===== config.mk =====
export PLATFORM = sky130hd
export DESIGN_NAME = display_timings
export DESIGN_NICKNAME = d
export VERILOG_FILES = /design/src/source/gfx_pkg.sv /design/src/source/display_timings.sv
export VERILOG_INCLUDE_DIRS = /design/src /design/src/source
export SDC_FILE = /design/constraint.sdc
export NUM_CORES = 1
export LEC_CHECK = 0
export BUFFER_PORTS_ARGS = -buffer_cell sky130_fd_sc_hd__buf_2
export CAP_MARGIN = 30
export CORE_MARGIN = 3
export CORE_UTILIZATION = 50
export DETAILED_ROUTE_END_ITERATION = 7
export PLACE_DENSITY = 0.8
export SYNTH_ARGS = -nofsm -noshare
export SYNTH_HDL_FRONTEND = slang
export SYNTH_SLANG_ARGS = --single-unit

===== constraint.sdc =====
create_clock -name clk_pix -period 3.15 [get_ports clk_pix]
set_clock_uncertainty 0.2 [all_clocks]
set_input_delay 0.63 -clock clk_pix [delete_from_list [all_inputs] [get_ports clk_pix]]
set_output_delay 0.63 -clock clk_pix [all_outputs]
set_load 0.1 [all_outputs]

===== src/source/gfx_settings.svh =====
/* video timing and framebuffer settings shared by the whole design
   scale must be a power of two and the scaled framebuffer must match the active area */
`ifndef GFX_SETTINGS_SVH
`define GFX_SETTINGS_SVH

`define GFX_CORDW      16   // signed coordinate width
`define GFX_CIDXW      2    // colour index width
`define GFX_CHANW      4    // colour channel width

`define GFX_FB_WIDTH   160
`define GFX_FB_HEIGHT  120
`define GFX_FB_SCALE   4    // screen pixels per fb pixel, each axis

`define GFX_H_ACTIVE   640
`define GFX_H_FRONT    16
`define GFX_H_SYNC     96
`define GFX_H_BACK     48

`define GFX_V_ACTIVE   480
`define GFX_V_FRONT    10
`define GFX_V_SYNC     2
`define GFX_V_BACK     33

`endif


===== src/source/gfx_pkg.sv =====
/* shared types and the fixed four-entry palette
   palette tables assume a 2-bit colour index and 4-bit channels */
`default_nettype none
`include "gfx_settings.svh"

package gfx_pkg;

    typedef logic signed [`GFX_CORDW-1:0] coord_t;
    typedef logic [`GFX_CIDXW-1:0] cidx_t;
    typedef logic [`GFX_CHANW-1:0] chan_t;

    // palette: 0 black, 1 orange, 2 green, 3 blue
    function automatic chan_t palette_red(cidx_t idx);
        case (idx)
            2'd1: return 4'hf;
            2'd2: return 4'h2;
            2'd3: return 4'h3;
            default: return 4'h0;
        endcase
    endfunction

    function automatic chan_t palette_green(cidx_t idx);
        case (idx)
            2'd1: return 4'h8;
            2'd2: return 4'hc;
            2'd3: return 4'h6;
            default: return 4'h0;
        endcase
    endfunction

    function automatic chan_t palette_blue(cidx_t idx);
        case (idx)
            2'd1: return 4'h0;
            2'd2: return 4'h3;
            2'd3: return 4'hf;
            default: return 4'h0;
        endcase
    endfunction

endpackage

`default_nettype wire


===== src/source/display_timings.sv =====
/* 640x480 raster generator, 800 clocks per line and 525 lines per frame
   hsync and vsync are active low; frame and line are decoded from the counters */
`timescale 1ns/1ps
`default_nettype none
`include "gfx_settings.svh"

module display_timings (
    input  wire logic clk_pix,
    input  wire logic reset,
    output gfx_pkg::coord_t sx,
    output gfx_pkg::coord_t sy,
    output logic hsync,
    output logic vsync,
    output logic de,
    output logic frame,
    output logic line
);

    localparam int HS_START = `GFX_H_ACTIVE + `GFX_H_FRONT;
    localparam int HS_END   = HS_START + `GFX_H_SYNC;
    localparam int LINE_END = HS_END + `GFX_H_BACK - 1;     // 799

    localparam int VS_START  = `GFX_V_ACTIVE + `GFX_V_FRONT;
    localparam int VS_END    = VS_START + `GFX_V_SYNC;
    localparam int FRAME_END = VS_END + `GFX_V_BACK - 1;    // 524

    // raster counters
    always_ff @(posedge clk_pix) begin
        if (reset) begin
            sx <= gfx_pkg::coord_t'(LINE_END);  // park at last position
            sy <= gfx_pkg::coord_t'(FRAME_END);
        end else if (sx == LINE_END) begin
            sx <= '0;
            if (sy == FRAME_END) begin
                sy <= '0;
            end else begin
                sy <= sy + 1'b1;
            end
        end else begin
            sx <= sx + 1'b1;
        end
    end

    // sync windows and active area
    always_comb begin
        hsync = !(sx >= HS_START && sx < HS_END);  // active low
        vsync = !(sy >= VS_START && sy < VS_END);
        de    = (sx < `GFX_H_ACTIVE) && (sy < `GFX_V_ACTIVE);
        frame = (sx == 0) && (sy == 0);
        line  = (sx == 0);
    end

endmodule

`default_nettype wire


==> results.json, run 1 <==
{
  "status": "complete, no violations",
  "maxCapViolCount": 0,
  "ant_nets": 0,
  "reg2reg_depth": 5,
  "viasPerCell": 5.945,
  "synthesis.nets": 231,
  "drive_gt1_share_pct": 24.14,
  "synth-seq-area-share_pct": 35.51,
  "synth-edff-count": 0,
  "clk_pin_slew_ps": 100,
  "avgSynthCellArea_um2": 8.055,
  "cts_sinks": 32,
  "grt_pass1_wl_um": 7555,
  "first_iter_violations": 111,
  "grt_max_degree": 34,
  "io_pins": 39,
  "yosysUniqueCellTypes": 40,
  "worstPathMaxFanout": 5,
  "syn-cell-area_um2": 1804,
  "required_ps": 2320,
  "routed_wl_um": 4464,
  "syn_to_final_growth_pct": 19.63,
  "port_buffers": 38,
  "antenna_cells": 0,
  "vdd_drop_max_v": 0.0007652,
  "rows": 21,
  "place_congestion": 0.9119,
  "fin_crit_sh_pct": 97.63,
  "slew_violations": 0,
  "numCtsBuffers": 5,
  "slew_headroom_pct": 64.17,
  "ys_ff_latch": 32,
  "fin_ws_ps": 74.67,
  "dieArea_um2": 4365,
  "final_util_pct": 63.19,
  "drc_errors": 0,
  "hold_viol": 0,
  "r2r_setup_slack_ps": 690,
  "power_density_nw_per_um2": 883.2,
  "start_kind": "register",
  "hold_buffers": 0,
  "hold_start": "sx[15]",
  "worst_pin_slew_ps": 537.5,
  "synth_warnings": 0,
  "clk-insertion-delay-late_ps": 340,
  "async_flop_share_pct": 0,
  "firstDrtPassIters": 4,
  "cp-end-kind": "output pin",
  "hold_depth": 2,
  "crit_type": "reg2out",
  "fmax_mhz": 325.2,
  "power_leakage_nw": 0.8443,
  "worstReg2RegEnd": "sy[12]",
  "min_period_ps": 3075,
  "grtUsageTotal_pct": 22.35,
  "synthFlopType": "dfxtp_1",
  "htree_levels": 2,
  "layout_common_cells": "35 x buf_2, 27 x dfxtp_1, 21 x inv_1",
  "r2r_start": "sx[14]",
  "cts.path.max_buffers": 2,
  "hpwlAfterDp_um": 3258,
  "setup_viol": 0,
  "grt_remaining_overflow": 0,
  "wl_per_cell_um": 14.54,
  "cts-root-buf": "clkbuf_4",
  "num_vias": 1825,
  "rsz0062_at_grt": "no",
  "place_ws_ps": 392.7,
  "fp.dieH_um": 66.07,
  "hp-class": "reg2reg",
  "core_area_um2": 3416,
  "start_util_pct": 52.82,
  "chipWidth_um": 66.07,
  "cts_tree": "yes",
  "fin_nets": 267,
  "grt_pass1_vias": 1636,
  "antenna_found_initial": 0,
  "syn_inst": 224,
  "whs_endpoint": "sx[15]",
  "layout_commonest_cell": "buf_2",
  "p_total_mw": 1.906,
  "arrival_ps": 2250
}
==> worst max-delay path: stages, from the launching register on <==
cell	delay, ps
dfxtp_4	370
or4_4	540
or3_4	370
or3_1	380
buf_4	250
==> through the flow <==
stage / setup TNS, ps / hold WS, ps / instances / instance area [um^2]
after global routing: 0 / 328.2 / 307 / 2158
after floorplan: -420.9 / 441.1 / 224 / 1854
after CTS: 0 / 313.5 / 307 / 2151
final: 0 / 313.7 / 307 / 2158
after detailed placement: 0 / 300.2 / 299 / 2100
after global placement: 0 / 287.6 / 299 / 2100
==> routing by layer <==
metal	share of wire (%)	global-route usage [%]	up-vias
met2	44	35.04	61
met4	1.4	8.883	0
met5	0	0	-
li1	-	-	894
met3	7.3	6.633	8
met1	47	28.63	862
==> report_power, final <==
group	switching (mW)	internal (mW)	leakage, nW
clock	0.138	0.0857	0.0269
combinational	0.812	0.278	0.554
sequential	0.125	0.466	0.263
total	1.08	0.830	0.844
==> cell families after synthesis <==
group | after synthesis | synth area share (%)
AND/OR/NAND/NOR | 96 | 31.07
AO/OA/AOI/OAI | 44 | 16.64
buffers and inverters | 35 | 7.420
flip-flops | 32 | 35.51
XOR/XNOR | 11 | 5.340
adder cells (fa/ha/maj) | 5 | 3.467
multiplexers | 1 | 0.5548
==> worst max path at each step <==
stage	startpoint	end	slack, ps
2_1_floorplan	sx[14]	frame	-420
3_3_place_gp	sx[14]	de	380
3_5_place_dp	sx[14]	de	390
4_1_cts	sx[14]	hsync	30
5_1_grt	sx[14]	line	20
6_report	sx[14]	hsync	70
==> what timing repair did <==
action	CTS	global route
setup buffers	0	0
resized for setup	1	3
endpoints found under the setup margin	1	3
==> synth_stat cells (6+ instances only) <==
master    instances  area [um^2]
a21o_1            6        45.04
a21oi_1          16        80.08
clkbuf_1         12        45.04
dfxtp_1          32        640.6
inv_1            21        78.83
nand2_1           9        33.78
nand3_1          11        55.05
nand4_1          12        75.07
nor2_1           16        60.06
nor3_1            7        35.03
o32ai_1           8        70.07
or3_1            12        75.07
xnor2_1           9        78.83
==> cell type report <==
cell class | instances | area, um^2
multi-input combinational | 157 | 1071
clock buffer | 7 | 45.04
fill | 318 | 1257
tap | 46 | 57.56
clock inverter | 1 | 3.754
timing repair buffer | 43 | 247.7
sequential | 32 | 654.4
inverter | 21 | 78.83
==> state kept, by name (all words and copies together) (netlist names) <==
register  count
sy           16
sx           16
Power figures use the tool's default switching activity.
==> run 2, diff against run 1 <==
--- a/config.mk
+++ b/config.mk
@@ -10,8 +10,10 @@
 export CAP_MARGIN = 30
 export CORE_MARGIN = 3
 export CORE_UTILIZATION = 50
+export CTS_CLUSTER_SIZE = 10
 export DETAILED_ROUTE_END_ITERATION = 7
 export PLACE_DENSITY = 0.8
+export REMOVE_ABC_BUFFERS = 1
 export SYNTH_ARGS = -nofsm -noshare
 export SYNTH_HDL_FRONTEND = slang
 export SYNTH_SLANG_ARGS = --single-unit
==> run 2 against run 1 <==
Critical path type unchanged. First-iteration DRC count grew 21%. Critical path depth is the same. Die area is the same. Global-route usage shrank 1.2 points.
==> results.json, run 2 (synthesis gave the netlist of run 1 again) <==
{
  "status": "complete, no violations",
  "port_buffers": 38,
  "cp-end-kind": "output pin",
  "fp.dieH_um": 66.07,
  "r2r_setup_slack_ps": 630,
  "fmax_mhz": 324.0,
  "cpMaxStageDelayCell": "or4_4",
  "fin_crit_sh_pct": 97.98,
  "hold_start": "sx[14]",
  "hp-class": "reg2reg",
  "cts_tree": "yes",
  "setup_viol": 0,
  "ff_latch_area_um2": 640.6,
  "io_pins": 39,
  "final_util_pct": 63.04,
  "vdd_drop_max_v": 0.0008577,
  "grtUsageTotal_pct": 21.15,
  "clk-insertion-delay-late_ps": 340,
  "routed_wl_um": 4477,
  "dieArea_um2": 4365,
  "slew_headroom_pct": 65.67,
  "worstPathMaxFanout": 4,
  "whs_endpoint": "sx[14]",
  "hpwlAfterDp_um": 3166,
  "grt_pass1_vias": 1593,
  "crit_type": "reg2out",
  "multiInputGateArea_um2": 1040,
  "layout.cells.non_filler": 309,
  "antenna_found_initial": 0,
  "power_density_nw_per_um2": 888.1,
  "start_kind": "register",
  "htree_levels": 2,
  "syn_to_final_growth_pct": 19.35,
  "numCtsBuffers": 5,
  "num_vias": 1824,
  "grt_remaining_overflow": 0,
  "fin_hold_ws_ps": 334.4,
  "wl_per_cell_um": 14.49,
  "cts_sinks": 32,
  "drc_errors": 0,
  "first_iter_violations": 134,
  "chipWidth_um": 66.07,
  "drive_gt1_share_pct": 22.81,
  "dpl.cell_count": 300,
  "core_area_um2": 3416,
  "worst_pin_slew_ps": 514.9,
  "antenna_cells": 0,
  "grt_pass1_wl_um": 7196,
  "rsz0062_at_grt": "no",
  "min_period_ps": 3086,
  "hold_depth": 2,
  "ant_nets": 0,
  "path_cells": "or4_4, or3_4, or3_1, buf_2",
  "required_ps": 2320,
  "cts.path.max_buffers": 2,
  "slew_violations": 0,
  "grt_max_degree": 34,
  "reg.largest.list": "sx (16), sy (16)",
  "start_util_pct": 52.82,
  "num-fill-cells": 322,
  "cts-root-buf": "clkbuf_4",
  "path_depth": 4,
  "r2r_start": "sx[13]",
  "arrival_ps": 2260,
  "maxCapViolCount": 0,
  "worst-path-buf-inv": 1,
  "fin_nets": 269,
  "clk_pin_slew_ps": 110,
  "power_leakage_nw": 0.8603,
  "firstDrtPassIters": 4,
  "cpPeakStageDelay_ps": 550,
  "layout_commonest_cell": "buf_2",
  "crit_family": "simple AND/OR/NAND/NOR gates",
  "layout_common_cells": "35 x buf_2, 32 x dfxtp_1, 21 x inv_1",
  "viasPerCell": 5.903,
  "final.setup.tns_ps": 0,
  "place_congestion": 0.8132,
  "hold_buffers": 0,
  "rows": 21,
  "worstReg2RegEnd": "sy[12]",
  "reg2reg_depth": 5,
  "hold_viol": 0
}
## run 2: cell count changes in the layout (fill, tap and decap cells not counted), moves of 2 or more
cell	change
clkbuf_1	-2
clkinv_2	+2
dfxtp_1	+5
dfxtp_2	-2
dfxtp_4	-3
## run 2: worst max path at each step
stage	startpoint	end
6_report	sx[13]	hsync
2_1_floorplan	sx[13]	frame
4_1_cts	sx[13]	frame
3_3_place_gp	sx[13]	frame
5_1_grt	sx[13]	frame
3_5_place_dp	sx[13]	frame
## run 2: final cells by class
class | instances | area share, %
Multi-Input combinational cell | 157 | 48.29
Sequential cell | 32 | 29.75
Timing Repair Buffer | 45 | 12.78
Inverter | 21 | 3.661
Tap cell | 46 | 2.673
Clock buffer | 6 | 2.382
Clock inverter | 2 | 0.4648
## run 2: per-stage QoR
| stage | total power [mW] | instance area, um^2 | setup slack, ps |
|---|---|---|---|
| finish | 1.912 | 2153 | 63.51 |
| global route | 2.013 | 2153 | 3.481 |
| CTS | 1.916 | 2141 | -24.43 |
| detailed placement | 1.663 | 2072 | 277.9 |
| global placement | 1.646 | 2072 | 327.6 |
| floorplan | 1.413 | 1749 | -2584 |
## run 2: metal layers
metal	wire length, um	share of wire [%]	track usage (%)
met4	66	1.5	8.376
met1	2007	45	27.33
met3	249	5.6	5.612
met5	0	0	0
met2	2154	48	33.42
## run 2: worst reg2reg max path, stage by stage, from the launching register on
cell and delay [ps]:
dfxtp_1 360, or4_4 550, or4_1 660, buf_4 230, nor4_2 250, mux2i_1 210
## run 2: repair_timing
action	CTS	global route
gates resized for setup	2	1
setup buffers	0	1
pin swaps	0	1
endpoints found under the setup margin	2	3
## run 2: power breakdown
| group | leakage (nW) | switching, mW | internal (mW) | total [mW] |
|---|---|---|---|---|
| clock | 0.0380 | 0.148 | 0.106 | 0.254 |
| sequential | 0.260 | 0.123 | 0.468 | 0.590 |
| combinational | 0.562 | 0.806 | 0.261 | 1.07 |
