<file path="config.mk">
export PLATFORM = sky130hd
export DESIGN_NAME = draw_triangle
export DESIGN_NICKNAME = d
export VERILOG_FILES = /design/src/source/gfx_pkg.sv /design/src/source/draw_line.sv /design/src/source/draw_triangle.sv
export VERILOG_INCLUDE_DIRS = /design/src /design/src/source
export SDC_FILE = /design/constraint.sdc
export NUM_CORES = 1
export LEC_CHECK = 0
export BUFFER_PORTS_ARGS = -buffer_cell sky130_fd_sc_hd__buf_2
export CAP_MARGIN = 20
export CORE_ASPECT_RATIO = 0.6
export CORE_MARGIN = 2
export CORE_UTILIZATION = 50
export CTS_CLUSTER_DIAMETER = 30
export DETAILED_ROUTE_END_ITERATION = 10
export GPL_ROUTABILITY_DRIVEN = 0
export PLACE_DENSITY_LB_ADDON = 0.15
export SETUP_SLACK_MARGIN = 0.5
export SLEW_MARGIN = 20
export SYNTH_ARGS = -nofsm -noshare
export SYNTH_HDL_FRONTEND = slang
export SYNTH_SLANG_ARGS = --single-unit
</file>
<file path="constraint.sdc">
create_clock -name clk_pix -period 6.4 [get_ports clk_pix]
set_input_delay 1.28 -clock clk_pix [delete_from_list [all_inputs] [get_ports clk_pix]]
set_output_delay 1.28 -clock clk_pix [all_outputs]
set_load 0.05 [all_outputs]
</file>
<file path="src/source/gfx_settings.svh">
/* video timing and framebuffer settings shared by the whole design
   scale must be a power of two and the scaled framebuffer must match the active area */
`ifndef GFX_SETTINGS_SVH
`define GFX_SETTINGS_SVH

`define GFX_CORDW      16   // signed coordinate width
`define GFX_CIDXW      2    // colour index width
`define GFX_CHANW      4    // colour channel width

`define GFX_FB_WIDTH   160
`define GFX_FB_HEIGHT  120
`define GFX_FB_SCALE   4    // screen pixels per fb pixel, each axis

`define GFX_H_ACTIVE   640
`define GFX_H_FRONT    16
`define GFX_H_SYNC     96
`define GFX_H_BACK     48

`define GFX_V_ACTIVE   480
`define GFX_V_FRONT    10
`define GFX_V_SYNC     2
`define GFX_V_BACK     33

`endif

</file>
<file path="src/source/gfx_pkg.sv">
/* shared types and the fixed four-entry palette
   palette tables assume a 2-bit colour index and 4-bit channels */
`default_nettype none
`include "gfx_settings.svh"

package gfx_pkg;

    typedef logic signed [`GFX_CORDW-1:0] coord_t;
    typedef logic [`GFX_CIDXW-1:0] cidx_t;
    typedef logic [`GFX_CHANW-1:0] chan_t;

    // palette: 0 black, 1 orange, 2 green, 3 blue
    function automatic chan_t palette_red(cidx_t idx);
        case (idx)
            2'd1: return 4'hf;
            2'd2: return 4'h2;
            2'd3: return 4'h3;
            default: return 4'h0;
        endcase
    endfunction

    function automatic chan_t palette_green(cidx_t idx);
        case (idx)
            2'd1: return 4'h8;
            2'd2: return 4'hc;
            2'd3: return 4'h6;
            default: return 4'h0;
        endcase
    endfunction

    function automatic chan_t palette_blue(cidx_t idx);
        case (idx)
            2'd1: return 4'h0;
            2'd2: return 4'h3;
            2'd3: return 4'hf;
            default: return 4'h0;
        endcase
    endfunction

endpackage

`default_nettype wire

</file>
<file path="src/source/draw_line.sv">
/* Bresenham line drawer for every octant, one pixel per clock
   line_start is only taken while idle; both endpoints are emitted */
`timescale 1ns/1ps
`default_nettype none
`include "gfx_settings.svh"

module draw_line (
    input  wire logic clk_pix,
    input  wire logic reset,
    input  wire logic line_start,
    input  wire gfx_pkg::coord_t xa,
    input  wire gfx_pkg::coord_t ya,
    input  wire gfx_pkg::coord_t xb,
    input  wire gfx_pkg::coord_t yb,
    output gfx_pkg::coord_t x,
    output gfx_pkg::coord_t y,
    output logic drawing,
    output logic line_done
);

    localparam int EW = `GFX_CORDW + 2;  // error term width

    typedef enum logic {IDLE, DRAW} state_t;
    state_t state;

    gfx_pkg::coord_t x_end, y_end;
    logic signed [`GFX_CORDW:0] span_x, span_y;   // signed deltas of the inputs
    logic signed [`GFX_CORDW:0] abs_x, abs_y;
    logic signed [EW-1:0] dx, dy, err;
    logic signed [EW:0] e2;
    logic step_neg_x, step_neg_y;  // step direction per axis
    logic move_x, move_y, last;

    always_comb begin
        span_x  = xb - xa;
        span_y  = yb - ya;
        abs_x   = span_x[`GFX_CORDW] ? -span_x : span_x;
        abs_y   = span_y[`GFX_CORDW] ? -span_y : span_y;
        e2      = err <<< 1;
        move_x  = (e2 >= dy);
        move_y  = (e2 <= dx);
        last    = (x == x_end) && (y == y_end);
        drawing = (state == DRAW);
    end

    always_ff @(posedge clk_pix) begin
        if (reset) begin
            state     <= IDLE;
            line_done <= 1'b0;
        end else begin
            line_done <= 1'b0;
            case (state)
                IDLE: if (line_start) state <= DRAW;
                DRAW: begin
                    if (last) begin
                        state     <= IDLE;
                        line_done <= 1'b1;  // cycle after last pixel
                    end
                end
                default: state <= IDLE;
            endcase
        end
    end

    // position and error term
    always_ff @(posedge clk_pix) begin
        if (state == IDLE && line_start) begin
            x          <= xa;
            y          <= ya;
            x_end      <= xb;
            y_end      <= yb;
            dx         <= abs_x;
            dy         <= -abs_y;
            err        <= abs_x - abs_y;
            step_neg_x <= span_x[`GFX_CORDW];
            step_neg_y <= span_y[`GFX_CORDW];
        end else if (state == DRAW && !last) begin
            if (move_x) begin
                x <= step_neg_x ? x - 1'b1 : x + 1'b1;
            end
            if (move_y) begin
                y <= step_neg_y ? y - 1'b1 : y + 1'b1;
            end
            err <= err + (move_x ? dy : '0) + (move_y ? dx : '0);
        end
    end

endmodule

`default_nettype wire

</file>
<file path="src/source/draw_triangle.sv">
/* triangle outline drawer, edges v0-v1, v1-v2, v2-v0 in turn
   commands arriving while busy are dropped; done comes once per accepted command */
`timescale 1ns/1ps
`default_nettype none

module draw_triangle (
    input  wire logic clk_pix,
    input  wire logic reset,
    input  wire logic cmd_valid,
    input  wire gfx_pkg::coord_t x0,
    input  wire gfx_pkg::coord_t y0,
    input  wire gfx_pkg::coord_t x1,
    input  wire gfx_pkg::coord_t y1,
    input  wire gfx_pkg::coord_t x2,
    input  wire gfx_pkg::coord_t y2,
    input  wire gfx_pkg::cidx_t cidx,
    output gfx_pkg::coord_t x,
    output gfx_pkg::coord_t y,
    output logic we,
    output gfx_pkg::cidx_t pix_cidx,
    output logic busy,
    output logic done
);

    typedef enum logic [1:0] {IDLE, LINE, WAIT_LINE, FINISH} state_t;
    state_t state;

    logic [1:0] side;  // current edge 0..2
    gfx_pkg::coord_t vx0, vy0, vx1, vy1, vx2, vy2;
    gfx_pkg::coord_t line_xa, line_ya, line_xb, line_yb;
    logic line_start, line_done, drawing;

    always_ff @(posedge clk_pix) begin
        if (reset) begin
            state <= IDLE;
            side  <= '0;
        end else begin
            case (state)
                IDLE: begin
                    if (cmd_valid) begin
                        state <= LINE;
                        side  <= '0;
                    end
                end
                LINE: state <= WAIT_LINE;
                WAIT_LINE: begin
                    if (line_done) begin
                        if (side == 2'd2) begin
                            state <= FINISH;
                        end else begin
                            side  <= side + 1'b1;
                            state <= LINE;
                        end
                    end
                end
                default: state <= IDLE;  // FINISH
            endcase
        end
    end

    // command capture
    always_ff @(posedge clk_pix) begin
        if (state == IDLE && cmd_valid) begin
            vx0      <= x0;
            vy0      <= y0;
            vx1      <= x1;
            vy1      <= y1;
            vx2      <= x2;
            vy2      <= y2;
            pix_cidx <= cidx;
        end
    end

    always_comb begin
        case (side)
            2'd0: {line_xa, line_ya, line_xb, line_yb} = {vx0, vy0, vx1, vy1};
            2'd1: {line_xa, line_ya, line_xb, line_yb} = {vx1, vy1, vx2, vy2};
            default: {line_xa, line_ya, line_xb, line_yb} = {vx2, vy2, vx0, vy0};
        endcase
        line_start = (state == LINE);
        busy       = (state != IDLE);
        done       = (state == FINISH);
        we         = drawing;
    end

    draw_line line_inst (
        .clk_pix,
        .reset,
        .line_start,
        .xa(line_xa),
        .ya(line_ya),
        .xb(line_xb),
        .yb(line_yb),
        .x,
        .y,
        .drawing,
        .line_done
    );

endmodule

`default_nettype wire

</file>
==> flow_summary.toml, run 1 <==
[critical_path]
worstPathArrival_ps = 6330
cp-start-kind = "flop"
path_max_fanout = 6
critPathMostFrequentCell = "o21a_1"
required_ps = 6650
path_class = "reg -> reg"
critPathMaxStageDelay_ps = 420
crit_path_top_delay_cell = "o41a_1"
end_kind = "flop"

[synth]
synthDistinctLibCells = 82
ys_seq_area_share_pct = 42.3
async_flop_share_pct = 0
synth_nets = 1828
ys_seq_elements = 223
syn_avg_cell_area_um2 = 9.99
yosys_most_used_dff = "edfxtp_1"
syn_area_um2 = 15700
synth_edf_count = 217
syn_inst = 1572
yosys_warnings = 0

[timing]
maxSlewViolCount = 0
finalSetupViolations = 0
fmax_mhz = 164
rsz0062_at_grt = "yes"
finalCritPeriodShare_pct = 95.0
worst_pin_slew_ps = 1040
fin_tns_setup_ps = 0
max_slew_margin_pct = 30.4
fin_skew_ps = 34.1
hold_viol_final = 0
hold_ws_ps = 511
period_needed_ps = 6080

[die]
die_w_um = 233
initial_core_util_pct = 50.6
coreArea_um2 = 31000
pin_count = 138
dieArea_um2 = 32900
die_h_um = 141
placementRows = 50

[cells_and_area]
fin_area_um2 = 19600
insertedDiodeCount = 0
areaGrowthSynthToFinish_pct = 24.6
multiInputGateArea_um2 = 8890
fill_cells = 2531
seqCellArea_um2 = 6640
layout.nets = 2060
drive_above_1_share_pct = 22.3

[power]
power.share.sequential_pct = 21.7
switching_share_pct = 42.2
clkPwrFrac_pct = 22.3
peakVddDrop_v = 0.000262
power.internal_mw = 5.92
power.switching_mw = 4.32
comb_power_share_pct = 56.0
power.density_nw_per_um2 = 523
p_leak_nw = 8.25

[clock_tree]
numCtsBuffers = 44
cts_root_buf = "clkbuf_16"
clk_pin_slew_ps = 50
cts.hold.buffers_added = 0
clockBufferDepth = 3
tritoncts = "done"
htree_levels = 2
clk_latency_ps = 550
cts.sinks = 223

[global_route]
grt_max_degree = 70
gr-usage-met3_pct = 5.89
overflow = 0
grt_pass1_vias = 12464
antenna_found_initial = 0
met1_usage_pct = 43.3
grt_busiest_layer = "met1"
met2_usage_pct = 41.0
grt_pass1_wl_um = 71000
grt_usage_pct = 28.3

[detailed_routing]
ant_nets = 0
drc_errors = 0
via_count = 13288
viasPerCell = 5.90
avgRoutedWirePerCell_um = 21.2
drtIter0Drc = 1427
routed_wl_um = 47700
dr.pass1.iters = 6

[min_path]
hp-class = "reg -> reg"

[placement]
hpwlAfterDp_um = 34300
numPortBuffers = 137
placed_cell_area_um2 = 17100

[outcome]
outcome = "finished clean"

[job]
drv_cap = 0
## Yosys cell counts (all sizes together) (8+ instances only)
master	instances	area [um2]
nand2b	19	119
and2	11	71.3
a211oi	11	87.6
nand2	162	608
xor2	43	377
ha	132	1650
a22o	31	272
o31ai	9	77.6
nor3	25	130
nor2b	18	113
fa	23	460
nand3	27	135
or3	17	111
a21oi	120	604
a21o	31	233
o21a	28	210
clkbuf	23	86.3
edfxtp	217	6520
xnor2	93	815
a31oi	8	50.1
a21boi	8	60.1
nor3b	9	67.6
o21ai	70	354
nand4	21	138
nor2	105	397
o21bai	11	82.6
mux2i	9	90.1
inv	140	526
and3	16	100
a22oi	29	218
buf	15	67.6
## timing repair
action	4_1_cts	5_1_grt
gates resized for setup	40	60
endpoints found under the setup margin	9	7
pin swaps	24	47
cloned	4	2
setup buffers	19	36
hold endpoints to repair	0	0
## placed cells by master (no fill, tap or decap), types with 7 or more instances in the layout
master / n
a21o_1: 31
clkbuf_1: 7
a21oi_1: 101
nand4_1: 20
nor2_1: 97
a31oi_1: 8
nor3b_1: 9
buf_4: 75
and2_1: 9
nand2_1: 158
nand2b_1: 18
a22oi_1: 29
xnor2_1: 89
fa_1: 19
nand3_1: 26
mux2i_1: 9
nor2b_1: 16
a211oi_1: 9
buf_2: 137
o21bai_1: 10
inv_1: 135
o31ai_1: 7
xor2_1: 39
clkbuf_16: 46
o21a_1: 27
nor3_1: 21
and3_1: 16
ha_4: 7
or3_1: 16
ha_1: 120
clkinvlp_4: 7
a21oi_2: 17
edfxtp_1: 217
a22o_1: 31
a21boi_0: 7
o21ai_0: 55
## layout make-up
class,instances,area share (%)
flip-flops and latches,223,33.9
repair buffers,223,7.61
clock inverters,27,1.77
well taps,416,2.66
clock buffers,51,5.76
inverters,141,2.81
multi-input cells,1171,45.5
## metal layers
metal	vias to the layer above	routed length, um
met1	6386	21900
met5	-	0
met2	624	20000
met4	0	916
met3	79	4920
li1	6199	-
## registers in the layout (all words and copies together) (netlist names)
name and cells:
vx0 16, vy0 16, line_inst.step_neg_x 1, line_inst.drawing 1, line_inst.step_neg_y 1, pix_cidx 2
vx1 16, side 2, line_inst.y_end 16, line_inst.dx 17, line_inst.x_end 16, line_inst.err 18
line_inst.dy 18, line_inst.y 16, vx2 16, vy2 16, line_inst.line_done 1, state 2
vy1 16, line_inst.x 16
## kinds of logic (layout without fill, tap and decap cells)
| kind of cell | after synthesis | in the layout | synth area share (%) |
|---|---|---|---|
| DFF | 223 | 223 | 42.3 |
| muxes | 12 | 12 | 0.789 |
| AOI/OAI and AO/OA | 402 | 402 | 17.0 |
| buffers and inverters | 179 | 442 | 4.35 |
| and+or+nand+nor | 463 | 464 | 14.3 |
| adders and majority gates | 156 | 156 | 13.5 |
| xor gates and xnor gates | 137 | 137 | 7.73 |
## per-stage QoR
| stage | instances | setup WS, ps | utilization, % | power [mW] |
|---|---|---|---|---|
| floorplan | 1572 | 481 | - | 5.89 |
| global placement | 2113 | -113 | 55.1 | 7.14 |
| detailed placement | 2113 | -160 | 55.1 | 7.23 |
| CTS | 2214 | 495 | 61.2 | 9.82 |
| global route | 2252 | 127 | 63.1 | 10.9 |
| finish | 2252 | 317 | 63.1 | 10.2 |
## power by group through the flow
| stage | clock network, mW | logic [mW] | registers (mW) |
|---|---|---|---|
| finish | 2.29 | 5.73 | 2.22 |
| global route | 2.37 | 6.29 | 2.24 |
| CTS | 2.31 | 5.29 | 2.22 |
| detailed placement | 0 | 4.99 | 2.24 |
| global placement | 0 | 4.90 | 2.24 |
| floorplan | 0 | 3.60 | 2.30 |
## worst max-delay path, delay by kind of cell, from the launching register on
family          cells  cell delay, ps
compound gates     15            3190
buf+inv             2             210
flops               1             350
simple gates        6             810
fa+ha+maj           5            1210
## worst paths after layout
| check | slack [ps] | startpoint | cells past startpoint | end |
|---|---|---|---|---|
| max reg2reg | 320 | side[1]$_SDFFE_PP0P_ | 28 | line_inst.err[15]$_DFFE_PP_ |
| max | 320 | side[1]$_SDFFE_PP0P_ | 28 | line_inst.err[15]$_DFFE_PP_ |
| min | 510 | line_inst.line_done$_SDFF_PP0_ | 2 | state[0]$_SDFFE_PP0P_ |
| min reg2reg | 510 | line_inst.line_done$_SDFF_PP0_ | 2 | state[0]$_SDFFE_PP0P_ |
No activity file was read; power rests on OpenSTA's default activity.
==> inputs of run 2 (changes only) <==
--- a/config.mk
+++ b/config.mk
@@ -7,7 +7,6 @@
 export NUM_CORES = 1
 export LEC_CHECK = 0
 export BUFFER_PORTS_ARGS = -buffer_cell sky130_fd_sc_hd__buf_2
-export CAP_MARGIN = 20
 export CORE_ASPECT_RATIO = 0.6
 export CORE_MARGIN = 2
 export CORE_UTILIZATION = 50
==> constraint.sdc (replaced) <==
create_clock -name clk_pix -period 6.4 [get_ports clk_pix]
set_input_delay 0.32 -clock clk_pix [delete_from_list [all_inputs] [get_ports clk_pix]]
set_output_delay 0.32 -clock clk_pix [all_outputs]
set_load 0.05 [all_outputs]
==> flow_summary.toml, run 2 (same netlist as run 1, synthesis figures left out) <==
[cells_and_area]
fill_cells = 2361
mostFrequentLayoutCell = "edfxtp_1"
layout.nets = 2153
largestRegisters = "line_inst.dy (18), line_inst.err (18), line_inst.dx (17)"
drive_above_1_share_pct = 21.2
areaGrowthSynthToFinish_pct = 31.2
final_cell_mix = "edfxtp_1 (217), nand2_1 (158), buf_2 (137)"

[critical_path]
cp-start-kind = "flop"
end_kind = "flop"
path_class = "reg -> reg"
required_ps = 6660
r2r_slack_ps = 550
path_max_fanout = 10
worstPathArrival_ps = 6110

[power]
power.switching_mw = 4.35
power.density_nw_per_um2 = 506
finalPower_mw = 10.4
switching_share_pct = 41.7
power.internal_mw = 6.07
comb_power_share_pct = 54.9
clkPwrFrac_pct = 23.6
peakVddDrop_v = 0.000333
power.share.sequential_pct = 21.5
p_leak_nw = 8.68

[detailed_routing]
avgRoutedWirePerCell_um = 20.8
drc_errors = 0
ant_nets = 0
via_count = 13759
routed_wl_um = 48800
dr.pass1.iters = 5
drtIter0Drc = 1387
viasPerCell = 5.86

[timing]
rsz0062_at_grt = "yes"
finalSetupViolations = 0
fin_skew_ps = 38.6
maxSlewViolCount = 0
fin_tns_setup_ps = 0
worst_pin_slew_ps = 982
fmax_mhz = 171
period_needed_ps = 5850
finalCritPeriodShare_pct = 91.5
hold_viol_final = 0
max_slew_margin_pct = 34.5

[clock_tree]
numCtsBuffers = 43
clk_latency_ps = 560
clk_pin_slew_ps = 60
tritoncts = "done"
cts.sinks = 223
cts_root_buf = "clkbuf_16"
clockBufferDepth = 3
htree_levels = 2

[placement]
hpwlAfterDp_um = 34400
numPortBuffers = 137

[min_path]
hp-class = "in -> reg"

[global_route]
grt_max_degree = 74
overflow = 0
grt_pass1_vias = 12933
grt_usage_pct = 29.3
antenna_found_initial = 1
grt_pass1_wl_um = 73000

[die]
placementRows = 50
pin_count = 138
initial_core_util_pct = 50.6
dieArea_um2 = 32900
die_w_um = 233
die_h_um = 141
coreArea_um2 = 31000

[job]
drv_cap = 0

[outcome]
outcome = "finished clean"
## run 2: cell type report
type	count	area (um2)	area share, %
Timing Repair Buffer	318	2430	11.8
Antenna cell	1	2.50	0.0121
Sequential cell	223	6640	32.2
Multi-Input combinational cell	1170	8900	43.2
Inverter	141	552	2.68
Clock inverter	33	458	2.22
Tap cell	416	520	2.53
Clock buffer	46	1110	5.38
## run 2: stage by stage
stage | utilization [%] | instance area [um2] | cells | hold slack, ps | worst slack [ps]
floorplan | - | 15900 | 1572 | 389 | 512
finish | 66.4 | 20600 | 2348 | 48.2 | 545
global route | 66.4 | 20600 | 2348 | 50.4 | 360
global placement | 55.0 | 17100 | 2111 | 497 | 295
CTS | 64.4 | 20000 | 2311 | 15.2 | 460
detailed placement | 55.0 | 17100 | 2111 | 495 | 139
## run 2: worst max-delay path, stage by stage (launching register included)
cell and delay, ps:
dfxtp_4 380, inv_4 50, ha_4 180, buf_12 140, a22o_1 230, a21oi_4 160, ha_4 170, fa_2 200
nand2b_4 120, a21oi_2 60, maj3_2 310, o2111a_2 290, o21a_1 210, o21ai_4 190, nand2_4 160, o21ai_4 250
ha_4 230, nor2b_1 120, o21a_1 180, o21a_1 230, o41a_1 370, a41oi_2 240, o2bb2ai_4 170, and4_1 230
nor4_2 60, o211ai_1 290, and3b_1 240, o31ai_2 60
## run 2: path summary, 6_finish.rpt
kind                            depth (start not counted)                          end                           start
worst min-delay path                                    2        state[1]$_SDFFE_PP0P_                           reset
worst min register to register                          2        state[0]$_SDFFE_PP0P_  line_inst.line_done$_SDFF_PP0_
worst max register to register                         27  line_inst.err[15]$_DFFE_PP_            side[0]$_SDFFE_PP0P_
worst max-delay path                                   27  line_inst.err[15]$_DFFE_PP_            side[0]$_SDFFE_PP0P_
## run 2: repair_timing
action / 4_1_cts / 5_1_grt
gates cloned: 1 / 3
pin swaps: 22 / 42
endpoints found under the setup margin: 6 / 6
hold buffers: 98 / 0
hold endpoints to repair: 98 / 0
setup buffers: 22 / 33
gates resized for setup: 44 / 58
## run 2: per-layer routing
layer / track usage [%] / vias up / share of wire (%)
li1: - / 6391 / -
met1: 43.5 / 6652 / 45
met2: 43.0 / 624 / 42
met3: 7.42 / 92 / 11
met4: 6.54 / 0 / 2.2
met5: 0 / - / 0
## run 2: power groups by stage
stage	Sequential [mW]	Clock [mW]	Combinational, mW
floorplan	2.30	0	3.60
global placement	2.25	0	4.87
detailed placement	2.26	0	4.97
CTS	2.23	2.47	5.22
global route	2.26	2.54	6.31
finish	2.24	2.46	5.72
==> inputs of run 3 (changes only) <==
--- a/config.mk
+++ b/config.mk
@@ -8,11 +8,11 @@
 export LEC_CHECK = 0
 export BUFFER_PORTS_ARGS = -buffer_cell sky130_fd_sc_hd__buf_2
 export CORE_ASPECT_RATIO = 0.6
-export CORE_MARGIN = 2
-export CORE_UTILIZATION = 50
+export CORE_UTILIZATION = 45
 export CTS_CLUSTER_DIAMETER = 30
 export DETAILED_ROUTE_END_ITERATION = 10
 export GPL_ROUTABILITY_DRIVEN = 0
+export HOLD_SLACK_MARGIN = 0.08
 export PLACE_DENSITY_LB_ADDON = 0.15
 export SETUP_SLACK_MARGIN = 0.5
 export SLEW_MARGIN = 20
==> flow_summary.toml, run 3 (same netlist as run 1, synthesis figures left out) <==
[clock_tree]
htree_levels = 2
clk_pin_slew_ps = 60
numCtsBuffers = 44
tritoncts = "done"
clockBufferDepth = 3
cts.sinks = 223
clk_latency_ps = 550
cts_root_buf = "clkbuf_16"

[die]
die_w_um = 243
dieArea_um2 = 35700
die_h_um = 147
initial_core_util_pct = 46.2
pin_count = 138
coreArea_um2 = 34000
placementRows = 52

[timing]
max_slew_margin_pct = 34.7
hold_viol_final = 0
worst_pin_slew_ps = 978
maxSlewViolCount = 0
final.setup.worst_slack_ps = 445
finalSetupViolations = 0
finalCritPeriodShare_pct = 93.0
fin_skew_ps = 35.6
fmax_mhz = 168
period_needed_ps = 5950
rsz0062_at_grt = "yes"
hold_ws_ps = 179
fin_tns_setup_ps = 0

[detailed_routing]
routed_wl_um = 49200
dr.pass1.iters = 6
drc_errors = 0
drtIter0Drc = 1137
ant_nets = 0
via_count = 13483
avgRoutedWirePerCell_um = 20.6
viasPerCell = 5.65

[power]
clkPwrFrac_pct = 21.9
power.internal_mw = 5.81
power.switching_mw = 4.35
peakVddDrop_v = 0.000274
power.share.sequential_pct = 22.0
switching_share_pct = 42.8
p_leak_nw = 8.56
comb_power_share_pct = 56.1
finalPower_mw = 10.2
power.density_nw_per_um2 = 499

[critical_path]
rr_worst_depth = 28
cp-start-kind = "flop"
worstPathArrival_ps = 6210
r2r_slack_ps = 450
path_class = "reg -> reg"
critPathMostFrequentCell = "o21a_1"
critPathMaxStageDelay_ps = 370
crit_path_top_delay_cell = "o41a_1"
path_max_fanout = 10
required_ps = 6650
end_kind = "flop"

[cells_and_area]
drive_above_1_share_pct = 20.4
largestRegisters = "line_inst.dy (18), line_inst.err (18), line_inst.dx (17)"
final_cell_mix = "edfxtp_1 (217), nand2_1 (159), buf_2 (137)"
layout.nets = 2148
areaGrowthSynthToFinish_pct = 29.7
insertedDiodeCount = 0
mostFrequentLayoutCell = "edfxtp_1"
fill_cells = 2846

[placement]
place_ws_ps = 61.5
numPortBuffers = 137
hpwlAfterDp_um = 35600

[global_route]
grt_pass1_wl_um = 73900
grt_usage_pct = 26.9
grt_max_degree = 71
grt_pass1_vias = 12678
antenna_found_initial = 0
overflow = 0

[job]
drv_cap = 0

[outcome]
outcome = "finished clean"

[min_path]
hp-class = "in -> reg"
whs_path_depth = 3
run 3: worst paths after layout:
path / startpoint / to
worst min-delay path: cmd_valid / state[0]$_SDFFE_PP0P_
worst min register to register: line_inst.line_done$_SDFF_PP0_ / state[0]$_SDFFE_PP0P_
worst max-delay path: side[1]$_SDFFE_PP0P_ / line_inst.err[15]$_DFFE_PP_
worst max register to register: side[1]$_SDFFE_PP0P_ / line_inst.err[15]$_DFFE_PP_
run 3: routing by layer:
metal  vias to the layer above  GRT usage, %  wire (um)
met5                         -             0          0
met4                         0          5.31        708
met3                        58          5.83       4430
met2                       567          38.9      20500
met1                      6489          41.2      23600
li1                       6369             -          -
run 3: cell type report:
type	count	area, um2	share of cell area (%)
tap	459	574	2.82
sequential	223	6640	32.6
inverter	141	544	2.67
clock inverter	35	330	1.62
clock buffer	45	1100	5.42
multi-input combinational	1171	8820	43.3
timing repair buffer	311	2360	11.6
run 3: per-stage QoR:
step / util (%) / instances / cell area, um2
final: 59.9 / 2385 / 20400
after global routing: 59.9 / 2385 / 20400
after CTS: 58.7 / 2357 / 20000
after detailed placement: 50.4 / 2155 / 17100
after global placement: 50.4 / 2155 / 17100
after floorplan: - / 1572 / 15900
run 3: what timing repair did:
action,4_1_cts,5_1_grt
resized for setup,40,40
endpoints found under the setup margin,7,6
hold buffers,99,0
gates cloned,3,1
buffers inserted,20,27
endpoints found under the hold margin,104,0
pin swaps,27,34
run 3: critical path: cells and delay by family (launching register included):
family / cells / cell delay [ps]
AOI/OAI and AO/OA: 15 / 3010
adders and majority gates: 5 / 1230
and+or+nand+nor: 6 / 820
DFF: 1 / 340
buffers and inverters: 2 / 220
run 3: power by group through the flow:
| stage | combinational (mW) | clock, mW | sequential (mW) |
|---|---|---|---|
| 2_1_floorplan | 3.60 | 0 | 2.30 |
| 3_3_place_gp | 4.92 | 0 | 2.25 |
| 3_5_place_dp | 4.98 | 0 | 2.25 |
| 4_1_cts | 5.26 | 2.25 | 2.23 |
| 5_1_grt | 6.26 | 2.31 | 2.25 |
| 6_report | 5.70 | 2.23 | 2.23 |
